### config.mk
export PLATFORM = sky130hd
export DESIGN_NAME = periph_top
export DESIGN_NICKNAME = d
export VERILOG_FILES = /design/src/verilog/periph_pkg.sv /design/src/verilog/periph_bus_fsm.sv /design/src/verilog/periph_gpio.sv /design/src/verilog/periph_hardware_info.sv /design/src/verilog/periph_timer.sv /design/src/verilog/periph_top.sv
export SDC_FILE = /design/constraint.sdc
export NUM_CORES = 1
export LEC_CHECK = 0
export BUFFER_PORTS_ARGS = -buffer_cell sky130_fd_sc_hd__clkbuf_2
export CORE_MARGIN = 5
export CORE_UTILIZATION = 50
export CTS_BUF_LIST = sky130_fd_sc_hd__clkbuf_8 sky130_fd_sc_hd__clkbuf_16
export CTS_CLUSTER_DIAMETER = 40
export DETAILED_ROUTE_END_ITERATION = 6
export PLACE_DENSITY_LB_ADDON = 0.25
export SETUP_SLACK_MARGIN = 0.15
export SYNTH_ARGS = -nofsm -noshare
export SYNTH_HDL_FRONTEND = slang
export SYNTH_SLANG_ARGS = --single-unit
### constraint.sdc
create_clock -name clk -period 3.5 [get_ports clk]
set_input_delay 1.05 -clock clk [delete_from_list [all_inputs] [get_ports clk]]
set_output_delay 1.05 -clock clk [all_outputs]
set_load 0.005 [all_outputs]
### src/verilog/periph_pkg.sv
// Shared definitions for the peripheral block: bus widths, default window
// bases, register offsets and the request struct that the bus FSM sends to
// every register window.
package periph_pkg;

    localparam int addr_w = 16;
    localparam int data_w = 8;

    // The windows sit back to back at the top of the address space.
    localparam logic [addr_w-1:0] info_base_default  = 16'hFF00;
    localparam logic [addr_w-1:0] gpio_base_default  = 16'hFF04;
    localparam logic [addr_w-1:0] timer_base_default = 16'hFF08;

    localparam int info_size  = 4;
    localparam int gpio_size  = 2;
    localparam int timer_size = 4;

    // In timer ctrl bit 0 enables counting and bit 1 is the flag, which is
    // cleared by writing 1.
    localparam int timer_ctrl_off  = 0;
    localparam int timer_presc_off = 1;
    localparam int timer_cmp_off   = 2;
    localparam int timer_count_off = 3;

    localparam int gpio_out_off = 0;
    localparam int gpio_in_off  = 1;

    // One request goes out per bus transfer and wr is high for a single cycle.
    typedef struct packed {
        logic              wr;
        logic [addr_w-1:0] adr;
        logic [data_w-1:0] wdata;
    } periph_req_t;

    // Word size code as reported by the info window.
    function automatic logic [2:0] wb_word_code(input int size);
        case (size)
            8:       return 3'd1;
            16:      return 3'd2;
            32:      return 3'd3;
            64:      return 3'd4;
            128:     return 3'd5;
            default: return 3'd0;
        endcase
    endfunction

endpackage

### src/verilog/periph_bus_fsm.sv
// Wishbone classic slave front end of the peripheral block. Every cycle is
// acked after one wait state, writes go out as a one-cycle strobe in req, and
// the OR of the window read data is registered onto wb_dat_r.
module periph_bus_fsm (
    input  logic                          clk,
    input  logic                          arst_n,
    input  logic                          wb_cyc,
    input  logic                          wb_stb,
    input  logic                          wb_we,
    input  logic [periph_pkg::addr_w-1:0] wb_adr,
    input  logic [7:0]                    wb_dat_w,
    input  logic [7:0]                    rdata_info,
    input  logic [7:0]                    rdata_gpio,
    input  logic [7:0]                    rdata_timer,
    output logic                          wb_ack,
    output logic [7:0]                    wb_dat_r,
    output periph_pkg::periph_req_t       req
);

    import periph_pkg::*;

    typedef enum logic {
        st_idle,
        st_ack
    } state_t;

    state_t            state;
    logic              wr_q;
    logic [addr_w-1:0] adr_q;
    logic [data_w-1:0] wdata_q;
    logic              start;

    assign start = (state == st_idle) && wb_cyc && wb_stb;

    always_ff @(posedge clk or negedge arst_n) begin
        if (!arst_n) begin
            state <= st_idle;
            wr_q  <= 1'b0;
        end else begin
            case (state)
                st_idle: begin
                    if (start) begin
                        state <= st_ack;
                        wr_q  <= wb_we;
                    end
                end
                default: begin
                    // The ack lasts a single cycle and the master moves on after it.
                    state <= st_idle;
                    wr_q  <= 1'b0;
                end
            endcase
        end
    end

    // The request is captured and the combined read data latched as a
    // transfer starts.
    always_ff @(posedge clk) begin
        if (start) begin
            adr_q    <= wb_adr;
            wdata_q  <= wb_dat_w;
            wb_dat_r <= rdata_info | rdata_gpio | rdata_timer;
        end
    end

    // While idle the windows decode the live address so that read data is
    // ready on the edge that starts the transfer.
    assign req.wr    = wr_q;
    assign req.adr   = (state == st_ack) ? adr_q : wb_adr;
    assign req.wdata = wdata_q;

    assign wb_ack = (state == st_ack);

endmodule

### src/verilog/periph_gpio.sv
// General purpose I/O window. Offset 0 is the output register, offset 1
// reads the pins after a two-flop synchronizer.
module periph_gpio #(
    parameter logic [periph_pkg::addr_w-1:0] base_addr = periph_pkg::gpio_base_default
) (
    input  logic                    clk,
    input  logic                    arst_n,
    input  periph_pkg::periph_req_t req,
    input  logic [7:0]              gpio_in,
    output logic [7:0]              rdata,
    output logic [7:0]              gpio_out
);

    import periph_pkg::*;

    localparam logic [addr_w:0] win_end = {1'b0, base_addr} + (addr_w + 1)'(gpio_size);

    logic              hit;
    logic              off;
    logic [data_w-1:0] in_meta;
    logic [data_w-1:0] in_sync;

    assign hit = (req.adr >= base_addr) && ({1'b0, req.adr} < win_end);
    assign off = 1'(req.adr - base_addr);

    always_ff @(posedge clk or negedge arst_n) begin
        if (!arst_n) begin
            gpio_out <= '0;
        end else if (req.wr && hit && (int'(off) == gpio_out_off)) begin
            gpio_out <= req.wdata;
        end
    end

    // The pins are asynchronous to clk, so only the second stage is read.
    always_ff @(posedge clk or negedge arst_n) begin
        if (!arst_n) begin
            in_meta <= '0;
            in_sync <= '0;
        end else begin
            in_meta <= gpio_in;
            in_sync <= in_meta;
        end
    end

    always_comb begin
        rdata = '0;
        if (hit) begin
            if (int'(off) == gpio_in_off) begin
                rdata = in_sync;
            end else begin
                rdata = gpio_out;
            end
        end
    end

endmodule

### src/verilog/periph_hardware_info.sv
// Read-only window that lets software discover the build configuration:
// clock frequency in MHz, the CPU word size code and which peripherals exist.
// It should be given the same parameters as the top level.
module periph_hardware_info #(
    parameter logic [periph_pkg::addr_w-1:0] base_addr = periph_pkg::info_base_default,
    parameter int wordsize     = 8,
    parameter int clk_freq     = 25000000,
    parameter int enable_gpio  = 1,
    parameter int enable_timer = 1
) (
    input  periph_pkg::periph_req_t req,
    output logic [7:0]              rdata
);

    import periph_pkg::*;

    localparam logic [addr_w:0] win_end = {1'b0, base_addr} + (addr_w + 1)'(info_size);

    // Frequency is reported in whole MHz, split over two bytes.
    localparam int clk_mhz = clk_freq / 1000000;
    localparam logic [7:0] clk_mhz_lsb = 8'(clk_mhz);
    localparam logic [7:0] clk_mhz_msb = 8'(clk_mhz >> 8);

    localparam logic [2:0] word_code = wb_word_code(wordsize);
    localparam logic gpio_flag  = (enable_gpio != 0);
    localparam logic timer_flag = (enable_timer != 0);

    // bit 3 would be external interrupts, bits 6 and 7 the second timer and
    // the UART, none of which exist in this block.
    localparam logic [7:0] features = {2'b00, timer_flag, gpio_flag, 1'b0, word_code};

    logic       hit;
    logic [1:0] off;

    assign hit = (req.adr >= base_addr) && ({1'b0, req.adr} < win_end);
    assign off = 2'(req.adr - base_addr);

    always_comb begin
        rdata = '0;
        if (hit && !req.wr) begin
            case (off)
                2'd0:    rdata = clk_mhz_lsb;
                2'd1:    rdata = clk_mhz_msb;
                2'd2:    rdata = features;
                // offset 3 lists the display, PWM, power and synth blocks.
                default: rdata = '0;
            endcase
        end
    end

endmodule

### src/verilog/periph_timer.sv
// Prescaled timer window. The main counter advances once per prescaler wrap,
// reloads to zero after matching cmp and sets a sticky flag that drives irq.
// The flag is cleared by writing 1 to bit 1 of ctrl.
module periph_timer #(
    parameter logic [periph_pkg::addr_w-1:0] base_addr = periph_pkg::timer_base_default
) (
    input  logic                    clk,
    input  logic                    arst_n,
    input  periph_pkg::periph_req_t req,
    output logic [7:0]              rdata,
    output logic                    irq
);

    import periph_pkg::*;

    localparam logic [addr_w:0] win_end = {1'b0, base_addr} + (addr_w + 1)'(timer_size);

    logic              hit;
    logic [1:0]        off;
    logic              wr_ctrl;
    logic              en;
    logic              flag;
    logic [data_w-1:0] presc;
    logic [data_w-1:0] cmp;
    logic [data_w-1:0] presc_cnt;
    logic [data_w-1:0] count;
    logic              wrap;
    logic              match;

    assign hit = (req.adr >= base_addr) && ({1'b0, req.adr} < win_end);
    assign off = 2'(req.adr - base_addr);

    assign wr_ctrl = req.wr && hit && (int'(off) == timer_ctrl_off);
    assign wrap    = en && (presc_cnt == presc);
    assign match   = wrap && (count == cmp);

    always_ff @(posedge clk or negedge arst_n) begin
        if (!arst_n) begin
            en    <= 1'b0;
            presc <= '0;
            cmp   <= '0;
        end else if (req.wr && hit) begin
            case (int'(off))
                timer_ctrl_off:  en    <= req.wdata[0];
                timer_presc_off: presc <= req.wdata;
                timer_cmp_off:   cmp   <= req.wdata;
                default: ;
            endcase
        end
    end

    // Both counters hold their value while the timer is disabled.
    always_ff @(posedge clk or negedge arst_n) begin
        if (!arst_n) begin
            presc_cnt <= '0;
            count     <= '0;
        end else if (en) begin
            if (wrap) begin
                presc_cnt <= '0;
                count     <= match ? '0 : count + 1'b1;
            end else begin
                presc_cnt <= presc_cnt + 1'b1;
            end
        end
    end

    // A new match wins over a clear in the same cycle so no event is lost.
    always_ff @(posedge clk or negedge arst_n) begin
        if (!arst_n) begin
            flag <= 1'b0;
        end else if (match) begin
            flag <= 1'b1;
        end else if (wr_ctrl && req.wdata[1]) begin
            flag <= 1'b0;
        end
    end

    always_comb begin
        rdata = '0;
        if (hit) begin
            case (int'(off))
                timer_ctrl_off:  rdata = {6'b0, flag, en};
                timer_presc_off: rdata = presc;
                timer_cmp_off:   rdata = cmp;
                default:         rdata = count;
            endcase
        end
    end

    assign irq = flag;

endmodule

### src/verilog/periph_top.sv
// Top level of the peripheral block. It sets the build parameters and
// connects the Wishbone front end to the info, GPIO and timer windows.
module periph_top #(
    parameter int wordsize     = 8,
    parameter int clk_freq     = 25000000,
    parameter int enable_gpio  = 1,
    parameter int enable_timer = 1,
    parameter logic [periph_pkg::addr_w-1:0] info_base  = periph_pkg::info_base_default,
    parameter logic [periph_pkg::addr_w-1:0] gpio_base  = periph_pkg::gpio_base_default,
    parameter logic [periph_pkg::addr_w-1:0] timer_base = periph_pkg::timer_base_default
) (
    input  logic                          clk,
    input  logic                          arst_n,
    input  logic                          wb_cyc,
    input  logic                          wb_stb,
    input  logic                          wb_we,
    input  logic [periph_pkg::addr_w-1:0] wb_adr,
    input  logic [7:0]                    wb_dat_w,
    input  logic [7:0]                    gpio_in,
    output logic                          wb_ack,
    output logic [7:0]                    wb_dat_r,
    output logic [7:0]                    gpio_out,
    output logic                          irq
);

    import periph_pkg::*;

    periph_req_t       req;
    logic [data_w-1:0] rdata_info;
    logic [data_w-1:0] rdata_gpio;
    logic [data_w-1:0] rdata_timer;

    periph_bus_fsm u_bus (
        .clk        (clk),
        .arst_n     (arst_n),
        .wb_cyc     (wb_cyc),
        .wb_stb     (wb_stb),
        .wb_we      (wb_we),
        .wb_adr     (wb_adr),
        .wb_dat_w   (wb_dat_w),
        .rdata_info (rdata_info),
        .rdata_gpio (rdata_gpio),
        .rdata_timer(rdata_timer),
        .wb_ack     (wb_ack),
        .wb_dat_r   (wb_dat_r),
        .req        (req)
    );

    periph_hardware_info #(
        .base_addr   (info_base),
        .wordsize    (wordsize),
        .clk_freq    (clk_freq),
        .enable_gpio (enable_gpio),
        .enable_timer(enable_timer)
    ) u_info (
        .req  (req),
        .rdata(rdata_info)
    );

    periph_gpio #(.base_addr(gpio_base)) u_gpio (
        .clk     (clk),
        .arst_n  (arst_n),
        .req     (req),
        .gpio_in (gpio_in),
        .rdata   (rdata_gpio),
        .gpio_out(gpio_out)
    );

    periph_timer #(.base_addr(timer_base)) u_timer (
        .clk   (clk),
        .arst_n(arst_n),
        .req   (req),
        .rdata (rdata_timer),
        .irq   (irq)
    );

endmodule
==> results of run 1 <==
[placed cells by master, fill, tap and decap left out, types with 5 or more instances in the layout]
cell / count
o2bb2ai_1: 6
nor2_1: 15
mux2_4: 16
nand3_1: 9
nand2b_1: 5
o21ai_0: 17
edfxtp_1: 32
a21oi_1: 10
dfrtp_1: 60
mux2_2: 10
clkbuf_8: 9
xnor2_1: 9
inv_1: 5
nand2_1: 24
mux2i_1: 14
xor2_1: 13
buf_4: 11
clkbuf_2: 54
[power by group]
part           internal [mW]  total, mW  leakage (nW)  switching, mW
clock network          0.335      0.711         0.102          0.376
logic                 0.0413      0.101         0.943         0.0593
registers               1.14       1.15          1.10         0.0134
total                   1.52       1.97          2.15          0.449
[path summary, 6_finish.rpt]
| check | startpoint | endpoint | slack [ns] | depth (start not counted) |
|---|---|---|---|---|
| max | u_bus.adr_q[7]$_DFFE_PP_ | u_timer.cmp[4]$_DFFE_PN0P_ | 0.79 | 5 |
| max in group asynchronous | arst_n | u_gpio.gpio_out[3]$_DFFE_PN0P_ | 2.21 | 2 |
| min | u_gpio.in_meta[3]$_DFF_PN0_ | u_gpio.in_sync[3]$_DFF_PN0_ | 0.35 | 0 |
| max reg2reg | u_bus.adr_q[7]$_DFFE_PP_ | u_timer.cmp[4]$_DFFE_PN0P_ | 0.79 | 5 |
| min in group asynchronous | arst_n | u_timer.presc_cnt[2]$_DFFE_PN0P_ | 0.62 | 1 |
| min reg2reg | u_gpio.in_meta[3]$_DFF_PN0_ | u_gpio.in_sync[3]$_DFF_PN0_ | 0.35 | 0 |
[critical path, stage by stage (launching register included)]
cell and delay, ns:
edfxtp_1 0.36, or4b_1 0.54, nor4_1 0.37, a31oi_1 0.14, or4_1 0.80, mux2_4 0.39
[area by class of cell]
cell class,count,area (um2),share of cell area (%)
tap,102,128,2.75
multi-input combinational,193,1480,31.9
inverter,5,18.8,0.405
clock inverter,7,73.8,1.59
clock buffer,9,124,2.67
sequential,92,2460,53.1
timing repair buffer,65,353,7.61
[routing by layer]
layer	global-route usage (%)	wire length, um
met1	22.9	3620
met2	27.5	3900
met3	4.63	367
met4	4.10	75
met5	0	0
[metrics by stage]
step | util (%) | power (mW) | cells
after floorplan | - | 1.22 | 299
after global placement | 57.2 | 1.28 | 457
after detailed placement | 57.2 | 1.28 | 457
after CTS | 59.7 | 1.99 | 473
after global routing | 59.7 | 2.05 | 473
final | 59.7 | 1.97 | 473
[kinds of logic (layout without fill, tap and decap cells)]
logic type,Yosys count,in the layout,share of synthesized area [%]
adder cells (fa/ha/maj),2,2,0.622
AO/OA/AOI/OAI,43,43,6.57
XOR/XNOR,22,22,4.79
AND/OR/NAND/NOR,82,82,10.8
flip-flops,92,92,61.2
buffers and inverters,14,86,2.12
multiplexers,44,44,13.9
==> metrics, run 1 <==
run status completed; Hold Slack 0.353 ns; DRT iter0 DRCs 110; Tmin final 2.71 ns; clk slew on worst S/H paths 0.09 ns; Post-synth ARST share 65.2%; number of synthesized flops with an enable pin 32; hold-fix buffers at CTS 0; htree depth 3; post-DP HPWL 5.91 mm; ANT cells 0; Avg Cell Area, Syn 13.4 um2; CTS resizes 0; fin. max-slew vios 0; RD Place Congestion 0.818; cell row count 32; first-pass GRT wire length 13.0 mm; max reg flops 16; CTS tree built; layout cell share with drive strength beyond 1 31.0%; #FFs+latches synth 92; Antenna Nets Post-Route 0; Synthesis Warnings 0; Synth area leaders dfrtp_1 (37%), edfxtp_1 (24%), mux2_4 (6.0%); IO Port Bufs 54; Hold WC Path Type reg2reg; Die W 99.7 um; drt via density 5.39; Die Y 99.7 um; largest net degree at the start of global routing 25; CP Launch Type flip-flop; post-placement setup slack 0.510 ns; actual slew at the worst max-slew pin 0.739 ns; final setup fails 0; # IOs 55; top-area cell type share of the netlist area 37.3%; RSZ-0062 raised after global routing no; final WL 7.97 mm; final setup margin 0.788 ns; post-route cell area 4640 um2; area leader, netlist dfrtp_1; Mapped Cells 299; CP Class reg2reg; area of the mapped netlist 4020 um2; clk sink count 92; Remaining DRCs 0; Core Region 7770 um2; fin crit share 77.5%; Final Hold Viols 0; CP endpoint kind flip-flop; post-synthesis sequential area ratio 61.2%; clk buf depth 2; routed via count 2550; P&R area growth vs syn 15.4%; dominant synthesized flop cell dfrtp_1; clock latency on the worst-skew pair 0.36 ns; Commonest cells post-synth dfrtp_1 (60), edfxtp_1 (32), nand2_1 (24), o21ai_0 (17); initial antenna violation count 0; Power per Cell Area 424 nW/um2; Post-CTS Setup Repair Bufs 0; required time of the critical path 3.74 ns; library cells used by synthesis 45; Slew HR 50.3%; Fin Setup TNS 0 ns; P_leak 2.15 nW; CTS Buf Count 9; most flop-heavy register u_bus.adr_q; total gr overflow 0; root buf cell clkbuf_8; drt first pass iters 4; Fillers 656; Max-Cap Viols 0; vias in the first global route 2573; Max FO, Critical Path 8; Final Skew 0.00790 ns; Final Net Count 405; Initial Util 51.8%; Max VDD drop 0.347 mV; DR WL/cell 16.8 um; Synth Net Count 338; die footprint 9940 um2; cell area after placement 4440 um2; overall global routing resource usage 17.0%; CP arrival 2.95 ns; Max Fclk 369 MHz; top-count cell post-synth dfrtp_1
Power figures use the tool's default switching activity.
==> run 2: changes to the inputs <==
==> constraint.sdc (replaced) <==
create_clock -name clk -period 2.2 [get_ports clk]
set_input_delay 0.66 -clock clk [delete_from_list [all_inputs] [get_ports clk]]
set_output_delay 0.66 -clock clk [all_outputs]
set_load 0.005 [all_outputs]
==> metrics, run 2 (synthesis results as in run 1) <==
CP peak stage delay 0.56 ns (was 0.80 ns); run status finished with violations (was completed); CP Launch Type flip-flop (unchanged); Slew HR 73.5% (was 50.3%); Max-Cap Viols 0 (unchanged); fin. max-slew vios 0 (unchanged); layout cell share with drive strength beyond 1 37.3% (was 31.0%); Internal Power 2.52 mW (was 1.52 mW); CP Class reg2reg (unchanged); RSZ-0062 raised after global routing yes (was no); CP max-delay cell or4b_4 (was or4_1); Initial Util 51.8% (unchanged); Max VDD drop 0.276 mV (was 0.347 mV); power share of the combinational group 6.0% (was 5.1%); die footprint 9940 um2 (unchanged); vias in the first global route 2805 (was 2573); Die W 99.7 um (unchanged); Max FO, Critical Path 8 (unchanged); drt first pass iters 4 (unchanged); Switching Power 720 uW (was 449 uW); failing checks setup timing; Sequential Power Share 56.6% (was 58.7%); largest net degree at the start of global routing 61 (was 25); clk sink count 92 (unchanged); Die Y 99.7 um (unchanged); final setup margin -0.0345 ns (was 0.788 ns); # IOs 55 (unchanged); required time of the critical path 2.45 ns (was 3.74 ns); DR WL/cell 17.3 um (was 16.8 um); overall global routing resource usage 18.2% (was 17.0%); Sw Share 22.2% (was 22.8%); Max Fclk 448 MHz (was 369 MHz); RD Place Congestion 0.866 (was 0.818); final setup fails 10 (was 0); most frequent cells in the layout dfrtp_1 (60), clkbuf_2 (54), edfxtp_1 (32), mux2_4 (25), buf_4 (25) (was dfrtp_1 (60), clkbuf_2 (54), edfxtp_1 (32), nand2_1 (24), o21ai_0 (17)); max reg flops 16 (unchanged); worst-path cell chain or4b_4, nor4_4, a31oi_2, or4_4, mux2_4 (was or4b_1, nor4_1, a31oi_1, or4_1, mux2_4); clk buf depth 2 (unchanged); drt via density 5.36 (was 5.39); Power per Cell Area 653 nW/um2 (was 424 nW/um2); IO Port Bufs 54 (unchanged); Fillers 609 (was 656); CTS tree built (unchanged); Remaining DRCs 0 (unchanged); Core Region 7770 um2 (unchanged); routed via count 2630 (was 2550); total gr overflow 0 (unchanged); ANT cells 0 (unchanged); P_leak 2.32 nW (was 2.15 nW); CTS Buf Count 9 (unchanged); post-route cell area 4960 um2 (was 4640 um2); DRT iter0 DRCs 67 (was 110); Final Total Pwr 3.24 mW (was 1.97 mW); root buf cell clkbuf_8 (unchanged); Hold WC Path Type in2async (was reg2reg); commonest non-fill, non-tap cell in the layout dfrtp_1 (unchanged); hold-fix buffers at CTS 0 (unchanged); htree depth 3 (unchanged); Final Net Count 423 (was 405); cell area after placement 4620 um2 (was 4440 um2); Layout Cells excl Fill 491 (was 473); CP endpoint kind flip-flop (unchanged); Final Skew 0.0114 ns (was 0.00790 ns); clk slew on worst S/H paths 0.09 ns (about the same); CP arrival 2.48 ns (was 2.95 ns); Clk pwr share 37.4% (was 36.2%); Final Hold Viols 0 (unchanged); initial antenna violation count 0 (unchanged); final WL 8.49 mm (was 7.97 mm); post-DP HPWL 6.12 mm (was 5.91 mm); first-pass GRT wire length 14.1 mm (was 13.0 mm); clock latency on the worst-skew pair 0.36 ns (about the same); Antenna Nets Post-Route 0 (unchanged); P&R area growth vs syn 23.3% (was 15.4%); actual slew at the worst max-slew pin 0.394 ns (was 0.739 ns); most flop-heavy register u_bus.adr_q (unchanged); fin crit share 102% (was 77.5%); Tmin final 2.23 ns (was 2.71 ns); cell row count 32 (unchanged); Cells after DPL 473 (was 457)
run 2: what timing repair did:
item	in CTS	in global routing
gates resized for setup	18	5
buffers inserted	2	0
endpoints found under the setup margin	30	30
hold endpoints to repair	0	0
pin swaps	2	1
run 2: area by class of cell:
cell class / instances / area, um2 / area share (%)
Inverter: 5 / 18.8 / 0.378
Clock buffer: 12 / 165 / 3.33
Tap cell: 102 / 128 / 2.57
Multi-Input combinational cell: 193 / 1610 / 32.5
Sequential cell: 92 / 2460 / 49.6
Timing Repair Buffer: 83 / 520 / 10.5
Clock inverter: 4 / 53.8 / 1.08
run 2: worst paths after layout:
check	start	endpoint	slack [ns]	depth (start not counted)
worst max-delay path	u_bus.adr_q[7]$_DFFE_PP_	u_timer.cmp[1]$_DFFE_PN0P_	-0.03	5
worst min-delay path	arst_n	u_gpio.in_meta[4]$_DFF_PN0_	0.29	2
worst max register to register	u_bus.adr_q[7]$_DFFE_PP_	u_timer.cmp[1]$_DFFE_PN0P_	-0.03	5
worst min register to register	u_gpio.in_meta[1]$_DFF_PN0_	u_gpio.in_sync[1]$_DFF_PN0_	0.34	0
max in group asynchronous	arst_n	u_timer.count[4]$_DFFE_PN0P_	1.63	2
min in group clk	u_gpio.in_meta[1]$_DFF_PN0_	u_gpio.in_sync[1]$_DFF_PN0_	0.34	0
run 2: power by group through the flow:
stage | logic (mW) | registers (mW) | clock network [mW]
after CTS | 0.193 | 1.84 | 1.23
after detailed placement | 0.188 | 1.87 | 0
after global placement | 0.184 | 1.87 | 0
final | 0.193 | 1.84 | 1.21
after floorplan | 0.0791 | 1.86 | 0
after global routing | 0.215 | 1.84 | 1.31
run 2: per-layer routing:
metal,GRT usage (%),part of all wire (%),wire (um),vias to the layer above
met3,4.49,4.6,394,9
met4,5.99,0.94,80,0
met1,23.8,44,3750,1299
li1,-,-,-,1261
met5,0,0,0,-
met2,30.0,50,4270,61
run 2: metrics by stage:
step	hold WS [ns]	util, %	setup slack (ns)	setup TNS, ns
2_1_floorplan	0.331	-	0.0202	0
6_report	0.286	63.9	-0.0345	-0.267
5_1_grt	0.303	63.9	-0.0938	-1.22
4_1_cts	0.305	63.5	-0.0386	-0.332
3_5_place_dp	0.335	59.5	-0.0955	-2.01
3_3_place_gp	0.332	59.5	-0.0489	-0.342
run 2: worst max-delay path: cells and delay by family, from the launching register on:
family | cells | cell delay [ns]
AND/OR/NAND/NOR | 3 | 1.29
AO/OA/AOI/OAI | 1 | 0.11
flip-flops | 1 | 0.39
multiplexers | 1 | 0.33
==> run 3: changes to the inputs <==
--- a/config.mk
+++ b/config.mk
@@ -11,8 +11,10 @@
 export CTS_BUF_LIST = sky130_fd_sc_hd__clkbuf_8 sky130_fd_sc_hd__clkbuf_16
 export CTS_CLUSTER_DIAMETER = 40
 export DETAILED_ROUTE_END_ITERATION = 6
+export MAX_ROUTING_LAYER = met4
 export PLACE_DENSITY_LB_ADDON = 0.25
 export SETUP_SLACK_MARGIN = 0.15
 export SYNTH_ARGS = -nofsm -noshare
 export SYNTH_HDL_FRONTEND = slang
+export SYNTH_HIERARCHICAL = 1
 export SYNTH_SLANG_ARGS = --single-unit
==> metrics, run 3 <==
met1 Resource Use GR 23.8% (about the same); Clk pwr share 35.9% (was 37.4%); final setup margin -0.445 ns (was -0.0345 ns); CTS Buf Count 9 (unchanged); Post-synth ARST share 65.2% (unchanged); Sw Share 24.8% (was 22.2%); Final Hold Viols 0 (unchanged); commonest non-fill, non-tap cell in the layout dfrtp_1 (unchanged); #FFs+latches synth 92 (unchanged); post-route cell area 5220 um2 (was 4960 um2); Synth area leaders dfrtp_1 (35%), edfxtp_1 (23%), mux2_2 (10%) (was dfrtp_1 (37%), edfxtp_1 (24%), mux2_4 (6.0%)); Hold WC Path Type in2async (unchanged); drt via density 5.49 (was 5.36); CP arrival 2.90 ns (was 2.48 ns); ANT cells 0 (unchanged); top-area cell type share of the netlist area 35.2% (was 37.3%); max reg flops 16 (unchanged); R2R depth 7 (was 5); RSZ-0062 raised after global routing yes (unchanged); CTS tree built (unchanged); clk slew on worst S/H paths 0.10 ns (was 0.09 ns); area leader, netlist dfrtp_1 (unchanged); final setup fails 34 (was 10); Slew HR 59.4% (was 73.5%); CP Class reg2reg (unchanged); post-placement setup slack -0.626 ns (was -0.0955 ns); GR peak layer met2 (unchanged); # IOs 55 (unchanged); Max FO, Critical Path 8 (unchanged); most frequent cells in the layout dfrtp_1 (59), clkbuf_2 (54), edfxtp_1 (32), buf_4 (29), mux2_2 (27) (was dfrtp_1 (60), clkbuf_2 (54), edfxtp_1 (32), mux2_4 (25), buf_4 (25)); Final Total Pwr 3.27 mW (was 3.24 mW); Worst R2R Start u_bus/wb_ack$_DFF_PN0_ (was u_bus.adr_q[7]$_DFFE_PP_); GRT met2 Usage 31.3% (was 30.0%); number of synthesized flops with an enable pin 32 (unchanged); power share of the combinational group 7.9% (was 6.0%); first-pass GRT wire length 14.7 mm (was 14.1 mm); DRT iter0 DRCs 197 (was 67); Fin Setup TNS -11.20 ns (was -0.267 ns); Die Y 102 um (was 99.7 um); DR WL/cell 17.7 um (was 17.3 um); failing checks setup timing (unchanged); RD Place Congestion 0.837 (was 0.866); total gr overflow 0 (unchanged); top-count cell post-synth dfrtp_1 (unchanged); area of the mapped netlist 4270 um2 (was 4020 um2); Tmin final 2.65 ns (was 2.23 ns); Cells after DPL 488 (was 473); P_leak 2.46 nW (was 2.32 nW); clk buf depth 2 (unchanged); Commonest cells post-synth dfrtp_1 (60), mux2_2 (39), edfxtp_1 (32), nor2_1 (23), nand2_1 (15) (was dfrtp_1 (60), edfxtp_1 (32), nand2_1 (24), o21ai_0 (17)); CP endpoint kind flip-flop (unchanged); Layout Cells excl Fill 509 (was 491); root buf cell clkbuf_8 (unchanged); die footprint 10500 um2 (was 9940 um2); largest net degree at the start of global routing 46 (was 61); Initial Util 51.7% (was 51.8%); Max VDD drop 0.452 mV (was 0.276 mV); Avg Cell Area, Syn 13.7 um2 (was 13.4 um2); IO Port Bufs 54 (unchanged); cell row count 33 (was 32); Remaining DRCs 0 (unchanged); setup slack, reg-to-reg -0.45 ns (was -0.03 ns); routed via count 2796 (was 2630); overall global routing resource usage 19.1% (was 18.2%); Antenna Nets Post-Route 0 (unchanged); required time of the critical path 2.45 ns (about the same); Mapped Cells 311 (was 299); final WL 9.02 mm (was 8.49 mm); Synthesis Warnings 6 (was 0); Core Region 8260 um2 (was 7770 um2); Die W 102 um (was 99.7 um); dominant synthesized flop cell dfrtp_1 (unchanged); Hold Slack 0.226 ns (was 0.286 ns); Sequential Power Share 56.3% (was 56.6%); actual slew at the worst max-slew pin 0.608 ns (was 0.394 ns); Fillers 646 (was 609); post-DP HPWL 6.60 mm (was 6.12 mm); clk sink count 92 (unchanged); Final Skew 0.00845 ns (was 0.0114 ns); cell area after placement 4880 um2 (was 4620 um2); library cells used by synthesis 49 (was 45); htree depth 3 (unchanged); most flop-heavy register u_bus/adr_q (was u_bus.adr_q); clock latency on the worst-skew pair 0.36 ns (about the same); post-synthesis sequential area ratio 57.7% (was 61.2%); Switching Power 809 uW (was 720 uW); run status finished with violations (unchanged); fin. max-slew vios 0 (unchanged); Max-Cap Viols 0 (unchanged); layout cell share with drive strength beyond 1 44.6% (was 37.3%); P&R area growth vs syn 22.2% (was 23.3%); Storage cell area 2460 um2 (about the same); drt first pass iters 4 (unchanged); initial antenna violation count 0 (unchanged); Power per Cell Area 627 nW/um2 (was 653 nW/um2); Max Fclk 378 MHz (was 448 MHz); vias in the first global route 2911 (was 2805); Internal Power 2.46 mW (was 2.52 mW); M3 GR Usage 3.48% (was 4.49%); Final Net Count 438 (was 423); area of the multi-input gates 1810 um2 (was 1610 um2); fin crit share 120% (was 102%); Final Util 63.2% (was 63.9%); CP Launch Type flip-flop (unchanged); RR Endpoint u_timer/presc[5]$_DFFE_PN0P_ (was u_timer.cmp[1]$_DFFE_PN0P_)
## run 3: cell families after synthesis
logic type      share of synthesized area (%)
other cells                            0.0878
xor+xnor                                 4.51
compound gates                           3.93
fa+ha+maj                               0.586
buf+inv                                  2.84
mux                                      16.6
flops                                    57.7
simple gates                             13.7
## run 3: power by group through the flow
stage	Combinational (mW)	Clock [mW]	Sequential, mW
4_1_cts	0.257	1.21	1.84
6_report	0.258	1.17	1.84
3_5_place_dp	0.245	0	1.88
3_3_place_gp	0.240	0	1.87
2_1_floorplan	0.132	0	1.87
5_1_grt	0.282	1.29	1.84
## run 3: repair_timing
action,CTS,global route
pin swaps,7,6
endpoints found under the setup margin,34,34
gates resized for setup,13,10
setup buffers,5,0
hold buffers,0,0
gates cloned,0,0
## run 3: per-layer routing
metal	part of all wire [%]	vias up
met5	0	-
met4	1.7	0
met2	52	75
li1	-	1309
met1	42	1399
met3	4.0	13
## run 3: area by class of cell
class / count / share of cell area (%)
flip-flops and latches: 92 / 47.2
multi-input cells: 205 / 34.7
repair buffers: 89 / 11.4
clock buffers: 10 / 2.85
well taps: 105 / 2.52
clock inverters: 6 / 1.13
inverters: 2 / 0.144
## run 3: how the worst max path moves through the flow
stage	start	endpoint	cells after the start	slack [ns]
finish	u_bus/wb_ack$_DFF_PN0_	u_timer/presc[5]$_DFFE_PN0P_	7	-0.45
floorplan	u_bus/wb_ack$_DFF_PN0_	u_timer/presc[5]$_DFFE_PN0P_	9	-0.49
global placement	wb_adr[7]	u_timer/presc[6]$_DFFE_PN0P_	8	-0.64
CTS	u_bus/wb_ack$_DFF_PN0_	u_timer/presc[5]$_DFFE_PN0P_	7	-0.42
detailed placement	wb_adr[7]	u_timer/en$_DFFE_PN0P_	7	-0.63
global route	u_bus/wb_ack$_DFF_PN0_	u_timer/presc[5]$_DFFE_PN0P_	7	-0.48
## run 3: critical path: stages (launching register included)
cell and delay (ns):
dfrtp_2 0.49, mux2_4 0.33, or4_1 0.53, or4_4 0.44, buf_6 0.15, nor2_8 0.10
nand3b_4 0.16, mux2_4 0.33
